$ cat config.mk
export PLATFORM = sky130hd
export DESIGN_NAME = fofb_link_top
export DESIGN_NICKNAME = d
export VERILOG_FILES = /design/src/rtl/fofb_pkg.sv /design/src/rtl/fofb_csr_apb.sv /design/src/rtl/setpoint_buffer.sv /design/src/rtl/setpoint_transmitter.sv /design/src/rtl/readback_receiver.sv /design/src/rtl/fofb_link_top.sv
export SDC_FILE = /design/constraint.sdc
export NUM_CORES = 1
export LEC_CHECK = 0
export CORE_MARGIN = 8
export CORE_UTILIZATION = 50
export CTS_CLUSTER_SIZE = 12
export DETAILED_ROUTE_END_ITERATION = 6
export DONT_BUFFER_PORTS = 1
export MAX_ROUTING_LAYER = met4
export SETUP_SLACK_MARGIN = 0.3
export SLEW_MARGIN = 20
export SYNTH_ARGS = -nofsm -noshare
export SYNTH_HDL_FRONTEND = slang
export SYNTH_SLANG_ARGS = --single-unit
$ cat constraint.sdc
create_clock -name ethClk -period 5.3 [get_ports ethClk]
set_input_delay 0.265 -clock ethClk [delete_from_list [all_inputs] [get_ports ethClk]]
set_output_delay 0.265 -clock ethClk [all_outputs]
set_load 0.05 [all_outputs]
$ cat src/rtl/fofb_pkg.sv
/*
 * Fast orbit feedback link definitions: payload layout, field and
 * state enums, and the byte selection shared by transmit and receive
 */
`default_nettype none

package fofb_pkg;

  localparam logic [7:0] MAGIC_HI = 8'h76;         // identifier, first on the wire
  localparam logic [7:0] MAGIC_LO = 8'h31;
  localparam int HEADER_BYTES  = 12;              // magic + command + nonce
  localparam int RECORD_BYTES  = 6;               // supply number + value
  localparam int PAYLOAD_WIDTH = 32;
  localparam int LENGTH_WIDTH  = 11;              // 1500 byte frame fits
  localparam int NONCE_WIDTH   = 64;
  localparam int CMD_WIDTH     = 4;

  // byte position counts down, 17 at the first magic byte
  localparam int POS_WIDTH = 5;
  localparam logic [POS_WIDTH-1:0] POS_FIRST  = POS_WIDTH'(HEADER_BYTES + RECORD_BYTES - 1);
  localparam logic [POS_WIDTH-1:0] POS_RECORD = POS_WIDTH'(RECORD_BYTES - 1);

  typedef enum logic [2:0] {FLD_MAGIC, FLD_COMMAND, FLD_NONCE, FLD_SUPPLY, FLD_VALUE}
    payload_field_e;
  typedef enum logic [1:0] {TX_IDLE, TX_REQUEST, TX_STREAM} tx_state_e;
  typedef enum logic {RX_WAIT, RX_PARSE} rx_state_e;

  function automatic payload_field_e field_of(input logic [POS_WIDTH-1:0] pos);
    if (pos >= 5'd16) return FLD_MAGIC;
    if (pos >= 5'd14) return FLD_COMMAND;
    if (pos >= 5'd6) return FLD_NONCE;
    if (pos >= 5'd4) return FLD_SUPPLY;
    return FLD_VALUE;
  endfunction

  // expected byte at a position, multibyte fields MSB first
  function automatic logic [7:0] payload_byte(input logic [POS_WIDTH-1:0] pos,
      input logic [CMD_WIDTH-1:0] command, input logic [NONCE_WIDTH-1:0] nonce,
      input logic [7:0] supply, input logic [PAYLOAD_WIDTH-1:0] word);
    int idx;
    idx = int'(pos);
    case (field_of(pos))
      FLD_MAGIC:   return pos[0] ? MAGIC_HI : MAGIC_LO;
      FLD_COMMAND: return pos[0] ? 8'h00 : {{(8 - CMD_WIDTH){1'b0}}, command};
      FLD_NONCE:   return nonce[8 * (idx - 6) +: 8];
      FLD_SUPPLY:  return pos[0] ? 8'h00 : supply;  // supply number high byte is zero
      default:     return word[8 * idx +: 8];
    endcase
  endfunction

endpackage

`default_nettype wire

$ cat src/rtl/fofb_csr_apb.sv
/*
 * APB control registers for the orbit feedback link: readback command,
 * packet number and bad readback packet count
 */
`timescale 1ns/1ps
`default_nettype none

module fofb_csr_apb (
  input  wire logic                             ethClk,
  input  wire logic                             rst_n,
  input  wire logic                             psel,
  input  wire logic                             penable,
  input  wire logic                             pwrite,
  input  wire logic [3:0]                       paddr,
  input  wire logic [31:0]                      pwdata,
  input  wire logic [fofb_pkg::NONCE_WIDTH-1:0] packet_number,
  input  wire logic [15:0]                      error_count,
  output logic [31:0]                           prdata,
  output logic                                  pready,
  output logic                                  pslverr,
  output logic [fofb_pkg::CMD_WIDTH-1:0]        command
);

  import fofb_pkg::*;

  localparam logic [3:0] ADDR_CMD     = 4'h0;
  localparam logic [3:0] ADDR_PKT_LO  = 4'h4;
  localparam logic [3:0] ADDR_PKT_HI  = 4'h8;
  localparam logic [3:0] ADDR_ERR_CNT = 4'hC;

  logic access;
  logic mapped;

  ////////////////////////////////////////////////////////////
  // access decode

  assign access = psel && penable;               // enable phase
  assign mapped = (paddr[1:0] == 2'b00);         // 0x0, 0x4, 0x8, 0xC only

  assign pready  = 1'b1;                         // no wait states
  assign pslverr = access && !mapped;

  ////////////////////////////////////////////////////////////
  // command register

  always_ff @(posedge ethClk or negedge rst_n) begin
    if (!rst_n) begin
      command <= '0;
    end else if (access && pwrite && paddr == ADDR_CMD) begin
      command <= pwdata[CMD_WIDTH-1:0];          // upper bits ignored
    end
  end

  ////////////////////////////////////////////////////////////
  // read mux

  always_comb begin
    case (paddr)
      ADDR_CMD: begin
        prdata = {{(32 - CMD_WIDTH){1'b0}}, command};
      end
      ADDR_PKT_LO: begin
        prdata = packet_number[31:0];
      end
      ADDR_PKT_HI: begin
        prdata = packet_number[63:32];
      end
      ADDR_ERR_CNT: begin
        prdata = {16'h0000, error_count};
      end
      default: begin
        prdata = 32'h0000_0000;
      end
    endcase
  end

endmodule

`default_nettype wire

$ cat src/rtl/setpoint_buffer.sv
/*
 * Setpoint packet buffer. Stores one packet of supply setpoints and
 * holds it until the transmitter has sent it; packets arriving meanwhile are dropped
 */
`timescale 1ns/1ps
`default_nettype none

module setpoint_buffer #(
  parameter int MAX_SUPPLIES = 32,
  localparam int ADDR_W = (MAX_SUPPLIES > 1) ? $clog2(MAX_SUPPLIES) : 1
) (
  input  wire logic                               ethClk,
  input  wire logic                               rst_n,
  input  wire logic                               sp_valid,
  input  wire logic                               sp_last,
  input  wire logic [fofb_pkg::PAYLOAD_WIDTH-1:0] sp_data,
  input  wire logic [ADDR_W-1:0]                  rd_index,
  input  wire logic                               tx_done,
  output logic [fofb_pkg::PAYLOAD_WIDTH-1:0]      rd_word,
  output logic                                    buf_full,
  output logic [ADDR_W-1:0]                       buf_last_index
);

  import fofb_pkg::*;

  logic [PAYLOAD_WIDTH-1:0] ram [0:(1 << ADDR_W) - 1];
  logic [ADDR_W-1:0]        waddr;
  logic                     toss;                 // dropping rest of a packet
  logic                     wr_en;

  // a packet that starts while full is tossed as a whole
  assign wr_en = sp_valid && !toss && !buf_full;

  ////////////////////////////////////////////////////////////
  // word storage

  always_ff @(posedge ethClk) begin
    if (wr_en) begin
      ram[waddr] <= sp_data;
      if (sp_last) begin
        buf_last_index <= waddr;                 // index of last supply
      end
    end
  end

  always_ff @(posedge ethClk) begin
    rd_word <= ram[rd_index];                    // one cycle read latency
  end

  ////////////////////////////////////////////////////////////
  // write addressing and packet hand-off

  always_ff @(posedge ethClk or negedge rst_n) begin
    if (!rst_n) begin
      waddr    <= '0;
      toss     <= 1'b0;
      buf_full <= 1'b0;
    end else begin
      if (sp_valid) begin
        if (toss) begin
          if (sp_last) begin
            toss <= 1'b0;
          end
        end else if (buf_full) begin
          toss <= !sp_last;                      // one word packet is already gone
        end else if (sp_last) begin
          waddr    <= '0;
          buf_full <= 1'b1;
        end else begin
          waddr <= waddr + 1'b1;
        end
      end
      if (tx_done) begin
        buf_full <= 1'b0;                        // release for next packet
      end
    end
  end

endmodule

`default_nettype wire

$ cat src/rtl/setpoint_transmitter.sv
/*
 * Setpoint transmitter. Requests a UDP packet once the buffer is full
 * and serializes header and supply records, one byte per engine strobe
 */
`timescale 1ns/1ps
`default_nettype none

module setpoint_transmitter #(
  parameter int MAX_SUPPLIES = 32,
  localparam int ADDR_W = (MAX_SUPPLIES > 1) ? $clog2(MAX_SUPPLIES) : 1
) (
  input  wire logic                               ethClk,
  input  wire logic                               rst_n,
  input  wire logic                               buf_full,
  input  wire logic [ADDR_W-1:0]                  buf_last_index,
  input  wire logic [fofb_pkg::PAYLOAD_WIDTH-1:0] rd_word,
  input  wire logic [fofb_pkg::CMD_WIDTH-1:0]     command,
  input  wire logic                               tx_ack,
  input  wire logic                               tx_strobe,
  input  wire logic                               tx_warn,
  output logic [ADDR_W-1:0]                       rd_index,
  output logic                                    tx_done,
  output logic                                    tx_req,
  output logic [fofb_pkg::LENGTH_WIDTH-1:0]       tx_length,
  output logic [7:0]                              tx_data,
  output logic [fofb_pkg::NONCE_WIDTH-1:0]        packet_number
);

  import fofb_pkg::*;

  tx_state_e            state;
  logic [POS_WIDTH-1:0] pos;                     // byte position, counts down
  logic [7:0]           sup_idx;                 // supply being sent

  // next supply is addressed as soon as the record wraps, so the
  // registered RAM word is ready well before the value bytes
  assign rd_index = sup_idx[ADDR_W-1:0];

  assign tx_data = payload_byte(pos, command, packet_number, sup_idx, rd_word);

  // warn low on a strobe closes the packet
  assign tx_done = (state == TX_STREAM) && tx_strobe && !tx_warn;

  ////////////////////////////////////////////////////////////
  // request / stream FSM

  always_ff @(posedge ethClk or negedge rst_n) begin
    if (!rst_n) begin
      state         <= TX_IDLE;
      pos           <= POS_FIRST;
      sup_idx       <= '0;
      tx_req        <= 1'b0;
      tx_length     <= '0;
      packet_number <= '0;
    end else begin
      case (state)
        TX_IDLE: begin
          pos     <= POS_FIRST;
          sup_idx <= '0;
          if (buf_full) begin
            tx_req        <= 1'b1;
            packet_number <= packet_number + 1'b1;  // nonce of this packet
            tx_length     <= LENGTH_WIDTH'(HEADER_BYTES +
                                           RECORD_BYTES * (int'(buf_last_index) + 1));
            state         <= TX_REQUEST;
          end
        end

        TX_REQUEST: begin
          if (tx_ack) begin
            tx_req <= 1'b0;
            state  <= TX_STREAM;
          end
        end

        TX_STREAM: begin
          if (tx_strobe) begin
            if (!tx_warn) begin
              state <= TX_IDLE;
            end else if (pos == '0) begin
              pos     <= POS_RECORD;             // wrap to next record
              sup_idx <= sup_idx + 1'b1;
            end else begin
              pos <= pos - 1'b1;
            end
          end
        end

        default: begin
          state <= TX_IDLE;
        end
      endcase
    end
  end

endmodule

`default_nettype wire

$ cat src/rtl/readback_receiver.sv
/*
 * Readback receiver. Checks the returned header against the packet
 * sent, emits one supply/value pair per record and counts bad packets
 */
`timescale 1ns/1ps
`default_nettype none

module readback_receiver (
  input  wire logic                             ethClk,
  input  wire logic                             rst_n,
  input  wire logic                             rx_ready,
  input  wire logic                             rx_strobe,
  input  wire logic [7:0]                       rx_data,
  input  wire logic [fofb_pkg::CMD_WIDTH-1:0]   command,
  input  wire logic [fofb_pkg::NONCE_WIDTH-1:0] packet_number,
  output logic                                  rb_valid,
  output logic [7:0]                            rb_supply,
  output logic [fofb_pkg::PAYLOAD_WIDTH-1:0]    rb_value,
  output logic [15:0]                           error_count
);

  import fofb_pkg::*;

  rx_state_e            state;
  logic [POS_WIDTH-1:0] pos;                     // same count as transmit side
  logic                 bad;                     // header mismatch seen
  logic [7:0]           sup_lo;
  logic [23:0]          val_sr;                  // upper value bytes
  logic [7:0]           expected;

  // supply and word do not matter at the checked positions
  assign expected = payload_byte(pos, command, packet_number, sup_lo, '0);

  ////////////////////////////////////////////////////////////
  // packet tracking and error count

  always_ff @(posedge ethClk or negedge rst_n) begin
    if (!rst_n) begin
      state       <= RX_WAIT;
      pos         <= POS_FIRST;
      bad         <= 1'b0;
      rb_valid    <= 1'b0;
      error_count <= '0;
    end else begin
      rb_valid <= 1'b0;
      case (state)
        RX_WAIT: begin
          if (!rx_ready) begin
            state <= RX_PARSE;
          end
        end
        default: begin
          if (rx_ready) begin
            state <= RX_WAIT;
            if (bad) begin
              error_count <= error_count + 1'b1;
            end
          end
        end
      endcase

      if (rx_ready) begin
        pos <= POS_FIRST;
        bad <= 1'b0;
      end else if (rx_strobe) begin
        pos <= (pos == '0) ? POS_RECORD : pos - 1'b1;
        case (field_of(pos))
          FLD_VALUE: begin
            if (pos == '0) begin
              rb_valid <= 1'b1;                  // record complete
            end
          end
          FLD_SUPPLY: begin
            if (pos[0] && rx_data != expected) begin
              bad <= 1'b1;                       // supply high byte
            end
          end
          default: begin
            if (rx_data != expected) begin
              bad <= 1'b1;
            end
          end
        endcase
      end
    end
  end

  ////////////////////////////////////////////////////////////
  // record assembly

  always_ff @(posedge ethClk) begin
    if (!rx_ready && rx_strobe) begin
      if (pos == 5'd4) begin
        sup_lo <= rx_data;
      end else if (field_of(pos) == FLD_VALUE) begin
        if (pos == '0) begin
          rb_supply <= sup_lo;
          rb_value  <= {val_sr, rx_data};
        end else begin
          val_sr <= {val_sr[15:0], rx_data};     // MSB first
        end
      end
    end
  end

endmodule

`default_nettype wire

$ cat src/rtl/fofb_link_top.sv
/*
 * Fast orbit feedback Ethernet link client. Buffers setpoints, feeds the
 * UDP engine, parses readbacks and exposes control over APB
 */
`timescale 1ns/1ps
`default_nettype none

module fofb_link_top #(
  parameter int MAX_SUPPLIES = 32
) (
  input  wire logic                               ethClk,
  input  wire logic                               rst_n,
  // APB
  input  wire logic                               psel,
  input  wire logic                               penable,
  input  wire logic                               pwrite,
  input  wire logic [3:0]                         paddr,
  input  wire logic [31:0]                        pwdata,
  output logic [31:0]                             prdata,
  output logic                                    pready,
  output logic                                    pslverr,
  // setpoint stream
  input  wire logic                               sp_valid,
  input  wire logic                               sp_last,
  input  wire logic [fofb_pkg::PAYLOAD_WIDTH-1:0] sp_data,
  // UDP engine transmit
  output logic                                    tx_req,
  output logic [fofb_pkg::LENGTH_WIDTH-1:0]       tx_length,
  input  wire logic                               tx_ack,
  input  wire logic                               tx_strobe,
  input  wire logic                               tx_warn,
  output logic [7:0]                              tx_data,
  // UDP engine receive
  input  wire logic                               rx_ready,
  input  wire logic                               rx_strobe,
  input  wire logic [7:0]                         rx_data,
  // readback pairs
  output logic                                    rb_valid,
  output logic [7:0]                              rb_supply,
  output logic [fofb_pkg::PAYLOAD_WIDTH-1:0]      rb_value
);

  import fofb_pkg::*;

  localparam int ADDR_W = (MAX_SUPPLIES > 1) ? $clog2(MAX_SUPPLIES) : 1;

  logic                     buf_full;
  logic [ADDR_W-1:0]        buf_last_index;
  logic [ADDR_W-1:0]        rd_index;
  logic [PAYLOAD_WIDTH-1:0] rd_word;
  logic                     tx_done;
  logic [CMD_WIDTH-1:0]     command;
  logic [NONCE_WIDTH-1:0]   packet_number;
  logic [15:0]              error_count;

  fofb_csr_apb u_csr (
    .ethClk, .rst_n, .psel, .penable, .pwrite, .paddr, .pwdata,
    .packet_number, .error_count, .prdata, .pready, .pslverr, .command
  );

  setpoint_buffer #(.MAX_SUPPLIES(MAX_SUPPLIES)) u_buffer (
    .ethClk, .rst_n, .sp_valid, .sp_last, .sp_data,
    .rd_index, .tx_done, .rd_word, .buf_full, .buf_last_index
  );

  setpoint_transmitter #(.MAX_SUPPLIES(MAX_SUPPLIES)) u_transmitter (
    .ethClk, .rst_n, .buf_full, .buf_last_index, .rd_word, .command,
    .tx_ack, .tx_strobe, .tx_warn, .rd_index, .tx_done,
    .tx_req, .tx_length, .tx_data, .packet_number
  );

  readback_receiver u_receiver (
    .ethClk, .rst_n, .rx_ready, .rx_strobe, .rx_data, .command,
    .packet_number, .rb_valid, .rb_supply, .rb_value, .error_count
  );

endmodule

`default_nettype wire

# After elaboration in Yosys (flattened, before gate mapping)
# Memory sizes are Yosys's and may differ from the RTL's. A register that Yosys moved wholly into a read port is not among the register bits.
# Index checks and enable logic that the tools add are counted.
# totals
memories	1
input_bits	88
mem_bits_rw	1024
output_inout_bits	95
wordCells	239
reg_bits	203
# op_classes
n_reduce_logical	41
bitwise	4
n_addsub	10
mux	125
n_mul	1
shift	4
n_lt_le_gt_ge	8
eq_ne	25
# memory_table
name	words	width	read_ports	rd_clocked_by_memory_dff	write_ports	line	rtl
u_buffer.ram	32	32	1	1	1	setpoint_buffer.sv:26	logic [PAYLOAD_WIDTH-1:0] ram [0:(1 << ADDR_W) - 1];
# ops
op	n
32-bit case mux with 4 select lines	1
64-bit by 32-bit indexed part select with 8-bit output	2
3-bit two-way mux	28
1-bit two-way mux	69
64-bit by 1-bit adder with 64-bit output, second input constant	1
8-bit case mux with 4 select lines	2
8-bit two-way mux	5
5-bit two-way mux	7
3-bit by 32-bit multiplier with 10-bit output, first input constant	1
32-bit by 9-bit indexed part select with 8-bit output	1
32-bit by 9-bit indexed part select with 8-bit output, first input constant	1
5-bit by 3-bit >= comparator with 1-bit output, second input constant	4
4-bit AND reduction	5
16-bit by 1-bit adder with 16-bit output, second input constant	1
2-bit inequality test, second input constant	8
8-bit case mux with 2 select lines	1
3-bit by 2-bit equality test with 1-bit output, second input constant	5
7-bit two-way mux	2
3-bit AND reduction	4
5-bit by 3-bit subtractor with 6-bit output, second input constant	2
5-bit by 11-bit adder with 11-bit output, first input constant	1
5-bit by 4-bit >= comparator with 1-bit output, second input constant	2
5-bit >= comparator, second input constant	2
1-bit logical AND	10
27 further kinds	53

# Logic depth before layout (Yosys ltp)
# logic_depth
depth_word	26
mapped_depth	13

# Modules after synthesis
# A second synthesis with hierarchy kept.
# hier_totals
hier_cells	3189
area_unflattened_um2	51488.1
# by_module_without_submodules
module	cells_each	n_inst	area_per_inst_um2
setpoint_buffer	2302	1	40981.8
setpoint_transmitter	543	1	5579.1
readback_receiver	258	1	4091.4
fofb_csr_apb	86	1	835.8

# Worst setup path before layout
# Ideal clock, no wire load.
# synth_path
path_kind	reg-to-reg
from	register u_receiver.pos[0]
to	register u_receiver.rb_supply[0], enable pin
path_stages_with_launch	6
path_buffers	1
slack_ns	0.506
setup_ns	0.487
synth_period_minus_slack_ns	4.794
t_arrival_ns	4.307
cell_sequence	dfstp_2 buf_2 inv_2 a2111oi_0 nand3_1 nor3_1
# synth_via
elab_chain_len	15
elab_cells_between_ends	36
# synth_lines
element	line	rtl
start: declaration	readback_receiver.sv:25	logic [POS_WIDTH-1:0] pos;
start signal: assignment	readback_receiver.sv:66	pos <= (pos == '0) ? POS_RECORD : pos - 1'b1;
5-bit by 3-bit >= comparator with 1-bit output	fofb_pkg.sv:32	if (pos >= 5'd4) return FLD_SUPPLY;
1-bit two-way mux (2 in a row)	fofb_pkg.sv:32	
1-bit two-way mux	fofb_pkg.sv:31	if (pos >= 5'd6) return FLD_NONCE;
1-bit two-way mux	fofb_pkg.sv:30	if (pos >= 5'd14) return FLD_COMMAND;
1-bit two-way mux	readback_receiver.sv:93	if (pos == 5'd4) begin
1-bit two-way mux	readback_receiver.sv:92	if (!rx_ready && rx_strobe) begin
3-bit two-way mux	fofb_pkg.sv:33	return FLD_VALUE;
3-bit two-way mux	fofb_pkg.sv:32	
3-bit two-way mux	fofb_pkg.sv:31	
3-bit two-way mux	fofb_pkg.sv:30	
3-bit two-way mux	readback_receiver.sv:93	
3-bit two-way mux	readback_receiver.sv:92	
3-bit equality test	readback_receiver.sv:95	end else if (field_of(pos) == FLD_VALUE) begin
4-bit AND reduction (no line) (*)	--	
end signal: assignment	readback_receiver.sv:97	rb_supply <= sup_lo;
end: declaration	readback_receiver.sv:17	output logic [7:0] rb_supply,
# Every way passes the cells marked *; elsewhere a longest branch is shown, timed or not. The select of a mux whose other input is x is not followed.
# A chain may end at the register's enable or synchronous reset.

# Worst setup path after layout
# layout_path
from	register u_transmitter.pos[0]
to	output tx_data[6]
# layout_via
elab_chain_len	11
elab_cells_between_ends	31
# layout_lines
element	line	rtl
start: declaration	setpoint_transmitter.sv:32	logic [POS_WIDTH-1:0] pos;
start signal: assignment	setpoint_transmitter.sv:84	pos <= pos - 1'b1;
5-bit by 3-bit >= comparator with 1-bit output	fofb_pkg.sv:32	
1-bit two-way mux (2 in a row)	fofb_pkg.sv:32	
1-bit two-way mux	fofb_pkg.sv:31	
1-bit two-way mux	fofb_pkg.sv:30	
3-bit two-way mux	fofb_pkg.sv:33	
3-bit two-way mux	fofb_pkg.sv:32	
3-bit two-way mux	fofb_pkg.sv:31	
3-bit two-way mux	fofb_pkg.sv:30	
3-bit by 2-bit equality test with 1-bit output, or another cell as far along	fofb_pkg.sv:42	case (field_of(pos))
8-bit case mux with 4 select lines (*)	fofb_pkg.sv:42	
end: declaration	fofb_link_top.sv:32	output logic [7:0] tx_data,
# Marks and branches as above.

==> results.txt <==
----------------------------------------------------
[Clock network]
  Number of buffers on the longest clock path ... 3
  Clock buffers created by TritonCTS ... 134
  Clk Latency, worst-skew pair ... about 0.73 ns
  Count of instances resized after the clock tree is built ... 0
  Clock Root Buffer ... clkbuf_16
  CTS sink cnt ... around 1.3k
  Post-CTS setup buffer count ... 0
  Clock-pin slew on the worst setup and hold paths ... about 0.060 ns
  Clock tree from TritonCTS ... built
  CTS hold repair buffers ... 57
  CTS H-Tree Depth ... 4

[Synthesis]
  Gate count of the mapped netlist ... 2,469
  Dominant cells by area after synthesis ... edfxtp_1 (66%), mux4_2 (16%), dfrtp_1 (6.0%)
  Post-synth cell types ... 76
  Commonest cells post-synth ... edfxtp_1 (1,101), mux4_2 (360), dfrtp_1 (120), nor2_1 (112), nand2_1 (80)
  Sequential element share of the synthesized area ... 0.7296
  Number of enable-type register cells in the synthesized netlist ... 1,101
  Share of Yosys cell area claimed by the top area cell type ... 0.6553
  Post-synthesis simple-gate area fraction ... 0.03784
  Multiplexer fraction of the synthesized cell area ... 0.1771
  Cell with the most instances after synthesis ... edfxtp_1
  Post-synthesis register bit count ... 1,257
  Warnings from Yosys ... 0
  Adder-cell share of the synthesized area ... 0.007341
  Post-synthesis async set-or-reset flop share ... 0.09865
  Mean instance size in the synthesized netlist ... 20.43 um2
  Synthesized-area fraction occupied by xor and xnor cells ... 0.01771
  Main combinational cell family by area after synthesis ... multiplexers
  Area fraction in compound gates after synthesis ... 0.01627
  Post-synth design cell area ... slightly above 50,000 um2
  Area leader, netlist ... edfxtp_1
  Main synth FF type ... edfxtp_1

[STA]
  Final Setup Violations ... 0
  Setup slack of the critical path after layout ... 1.282 ns
  Worst slew slack as a fraction of its limit ... 0.2329
  Setup Skew ... between 0.02 and 0.025 ns
  Ratio of final minimum period to clock period ... 0.7581
  Unrepaired setup endpoints after global routing ... no
  Transition at the pin with the smallest max-transition slack ... 1.148 ns
  Maximum clock frequency ... 248.9 MHz
  Number of max-slew violations in the final report ... 0
  Setup_tns ... 0 ns
  Tightest hold margin ... 0.04937 ns
  Post-layout min period ... about 4 ns
  Final-report hold violation count ... 0

[Status]
  Outcome ... completed

[Setup path]
  Worst Path Required ... 5.04 ns
  Cell with the largest stage delay on the worst path ... nor3_1
  Endpoint type of the worst setup path ... output port
  Nature of the critical path startpoint ... register
  Cell type group with the largest total delay on the critical path ... simple AND/OR/NAND/NOR gates
  Largest fanout on the critical path ... 22
  Setup CP Type ... reg -> out
  Critical Path Max Stage Delay ... 0.73 ns
  Cell-by-cell listing of the critical path ... buf_4 > or4_1 > nor3_1 > a222oi_1 > o21ai_1
  Crit path DAT ... roughly 3.8 ns
  Buffering stage count on the worst path with inverters included ... 1

[Power]
  Leakage ... 18.01 nW
  Power density of the placed cells ... between 400 and 500 nW/um2
  Clock Power Share ... 0.369
  Switching component of the power ... between 5 and 6 mW
  Part of the power in registers ... 0.484
  Post-layout power ... 23.77 mW
  Switching share of power ... 0.2500
  Cell Int Power ... 17.83 mW
  Largest vdd supply drop ... 0.2996 mV
  Part of the power in combinational logic ... 0.147

[Drt]
  Wire length per cell ... between 30 and 40 um
  Total vias in the final route ... 24.89k
  Post-Route WL ... 124.0 mm
  Count of unresolved DRC violations after routing ... 0
  Avg Vias per Cell ... 6.238
  Initial DRT Pass Iterations ... 6
  Antenna violation net count after detailed routing ... 0
  Initial DRC count ... 2,397

[Die]
  Initial Util ... 0.5045
  Cell Rows ... 116
  Die outline width ... 333.7 um
  Area of the core region ... 100,000 um2
  Total die area ... 111,300 um2
  Top-Level Pins ... 183
  Floorplan die height ... 333.7 um

[Global routing]
  Via count of the first global-routing pass ... 25.56k
  First-pass GRT wire length ... 180.0 mm
  GR Overflow Total ... 0
  Global routing usage summed across all routing layers ... 0.2286
  Antenna violations before repair ... 5
  Largest net degree at the start of global routing ... 125

[Placed design]
  Total half-perimeter wirelength after legalization and detailed placement ... about 72 mm
  Buffers on Ports ... 0
  Routability-driven placement congestion ratio ... 0.8932
  Placement-stage cell area ... between 50,000 and 60,000 um2
  Post-Place Setup Slack ... 1.953 ns

[Finish]
  Final layout net count ... 2,706
  Post-synthesis to final-layout area growth ... 12.89%
  Design Area, Final ... 56,960 um2
  Layout cell share with drive strength beyond 1 ... 0.2710

[Min path]
  Worst min-delay path category ... in -> reg

[Job]
  Max-capacitance violation count ... 0

----------------------------------------------------
## layout make-up
class	instances	area [um2]
multi-input combinational	1047	13190
sequential	1257	36830
tap	1298	1624
clock buffer	200	3754
antenna	2	5.005
timing repair buffer	115	1094
clock inverter	37	339.1
fill	7434	43050
inverter	34	127.6
## power groups by stage
stage	sequential [mW]	combinational (mW)	clock [mW]
6_report	11.5	3.51	8.77
5_1_grt	11.5	3.77	9.29
4_1_cts	11.5	3.58	8.94
3_5_place_dp	11.7	3.39	0
3_3_place_gp	11.7	3.37	0
2_1_floorplan	11.4	2.76	0
## sequential cells by signal, summed over array words and instances, names as in the netlist, 2 cells and up
| name | flops |
|---|---|
| u_receiver.val_sr | 24 |
| u_transmitter.packet_number | 64 |
| u_buffer.rd_word | 32 |
| u_receiver.sup_lo | 8 |
| u_transmitter.tx_length | 9 |
| u_csr.command | 4 |
| u_buffer.buf_last_index | 5 |
| u_receiver.error_count | 16 |
| u_transmitter.pos | 5 |
| u_buffer.waddr | 5 |
| u_transmitter.state | 2 |
| u_transmitter.sup_idx | 8 |
| u_receiver.pos | 5 |
| u_receiver.rb_value | 32 |
| u_receiver.rb_supply | 8 |
| u_buffer.ram | 1024 |
## worst reg2reg max path, delay by kind of cell, from the launching register on
kind / cells / cell delay (ns)
buf+inv: 1 / 0.48
flops: 1 / 0.46
simple gates: 4 / 2.09
## path summary, 6_finish.rpt
kind	end	cells after the start	slack, ns	start
max reg2reg	u_buffer.ram[6][18]$_DFFE_PP_	5	1.93	u_buffer.buf_full$_DFFE_PN0P_
max	tx_data[6]	5	1.28	u_transmitter.pos[0]$_DFFE_PN1P_
min reg2reg	u_receiver.rb_value[24]$_DFFE_PP_	0	0.42	u_receiver.val_sr[16]$_DFFE_PP_
min	u_buffer.ram[20][2]$_DFFE_PP_	1	0.05	sp_data[2]
min in group asynchronous	u_transmitter.packet_number[24]$_DFFE_PN0P_	2	0.19	rst_n
max in group asynchronous	u_transmitter.sup_idx[3]$_DFFE_PN0P_	2	4.43	rst_n
## layout by cell type, fill, tap and decap left out, types with 32 or more instances in the layout
cell and count:
edfxtp_1 1101, mux4_2 360, clkbuf_16 136, dfrtp_1 115, nor2_1 83, nand2_1 80, xnor2_1 57, clkbuf_1 53
mux2_2 51, buf_4 48, xor2_1 45, dlygate4sd3_1 45, nand3_1 43, inv_1 33, dfxtp_1 32
## per-layer routing
layer  GRT usage  vias to the layer above  part of all wire
li1            -                    10380                 -
met1      0.2997                    13450              0.41
met2      0.3742                      848              0.51
met3     0.03665                      211             0.059
met4     0.06436                        0             0.025
met5           -                        -                 0
## metrics by stage
| stage | util | cells |
|---|---|---|
| final | 0.5696 | 3990 |
| after global routing | 0.5695 | 3989 |
| after CTS | 0.5701 | 3988 |
| after detailed placement | 0.5232 | 3694 |
| after global placement | 0.5232 | 3694 |
| after floorplan | - | 2470 |
## cells by family after synthesis
logic type,after synthesis
buf+inv,166
compound gates,119
simple gates,364
xor+xnor,102
other cells,2
mux,430
flops,1257
fa+ha+maj,29
Note: power is estimated with default switching activity, not from simulation.
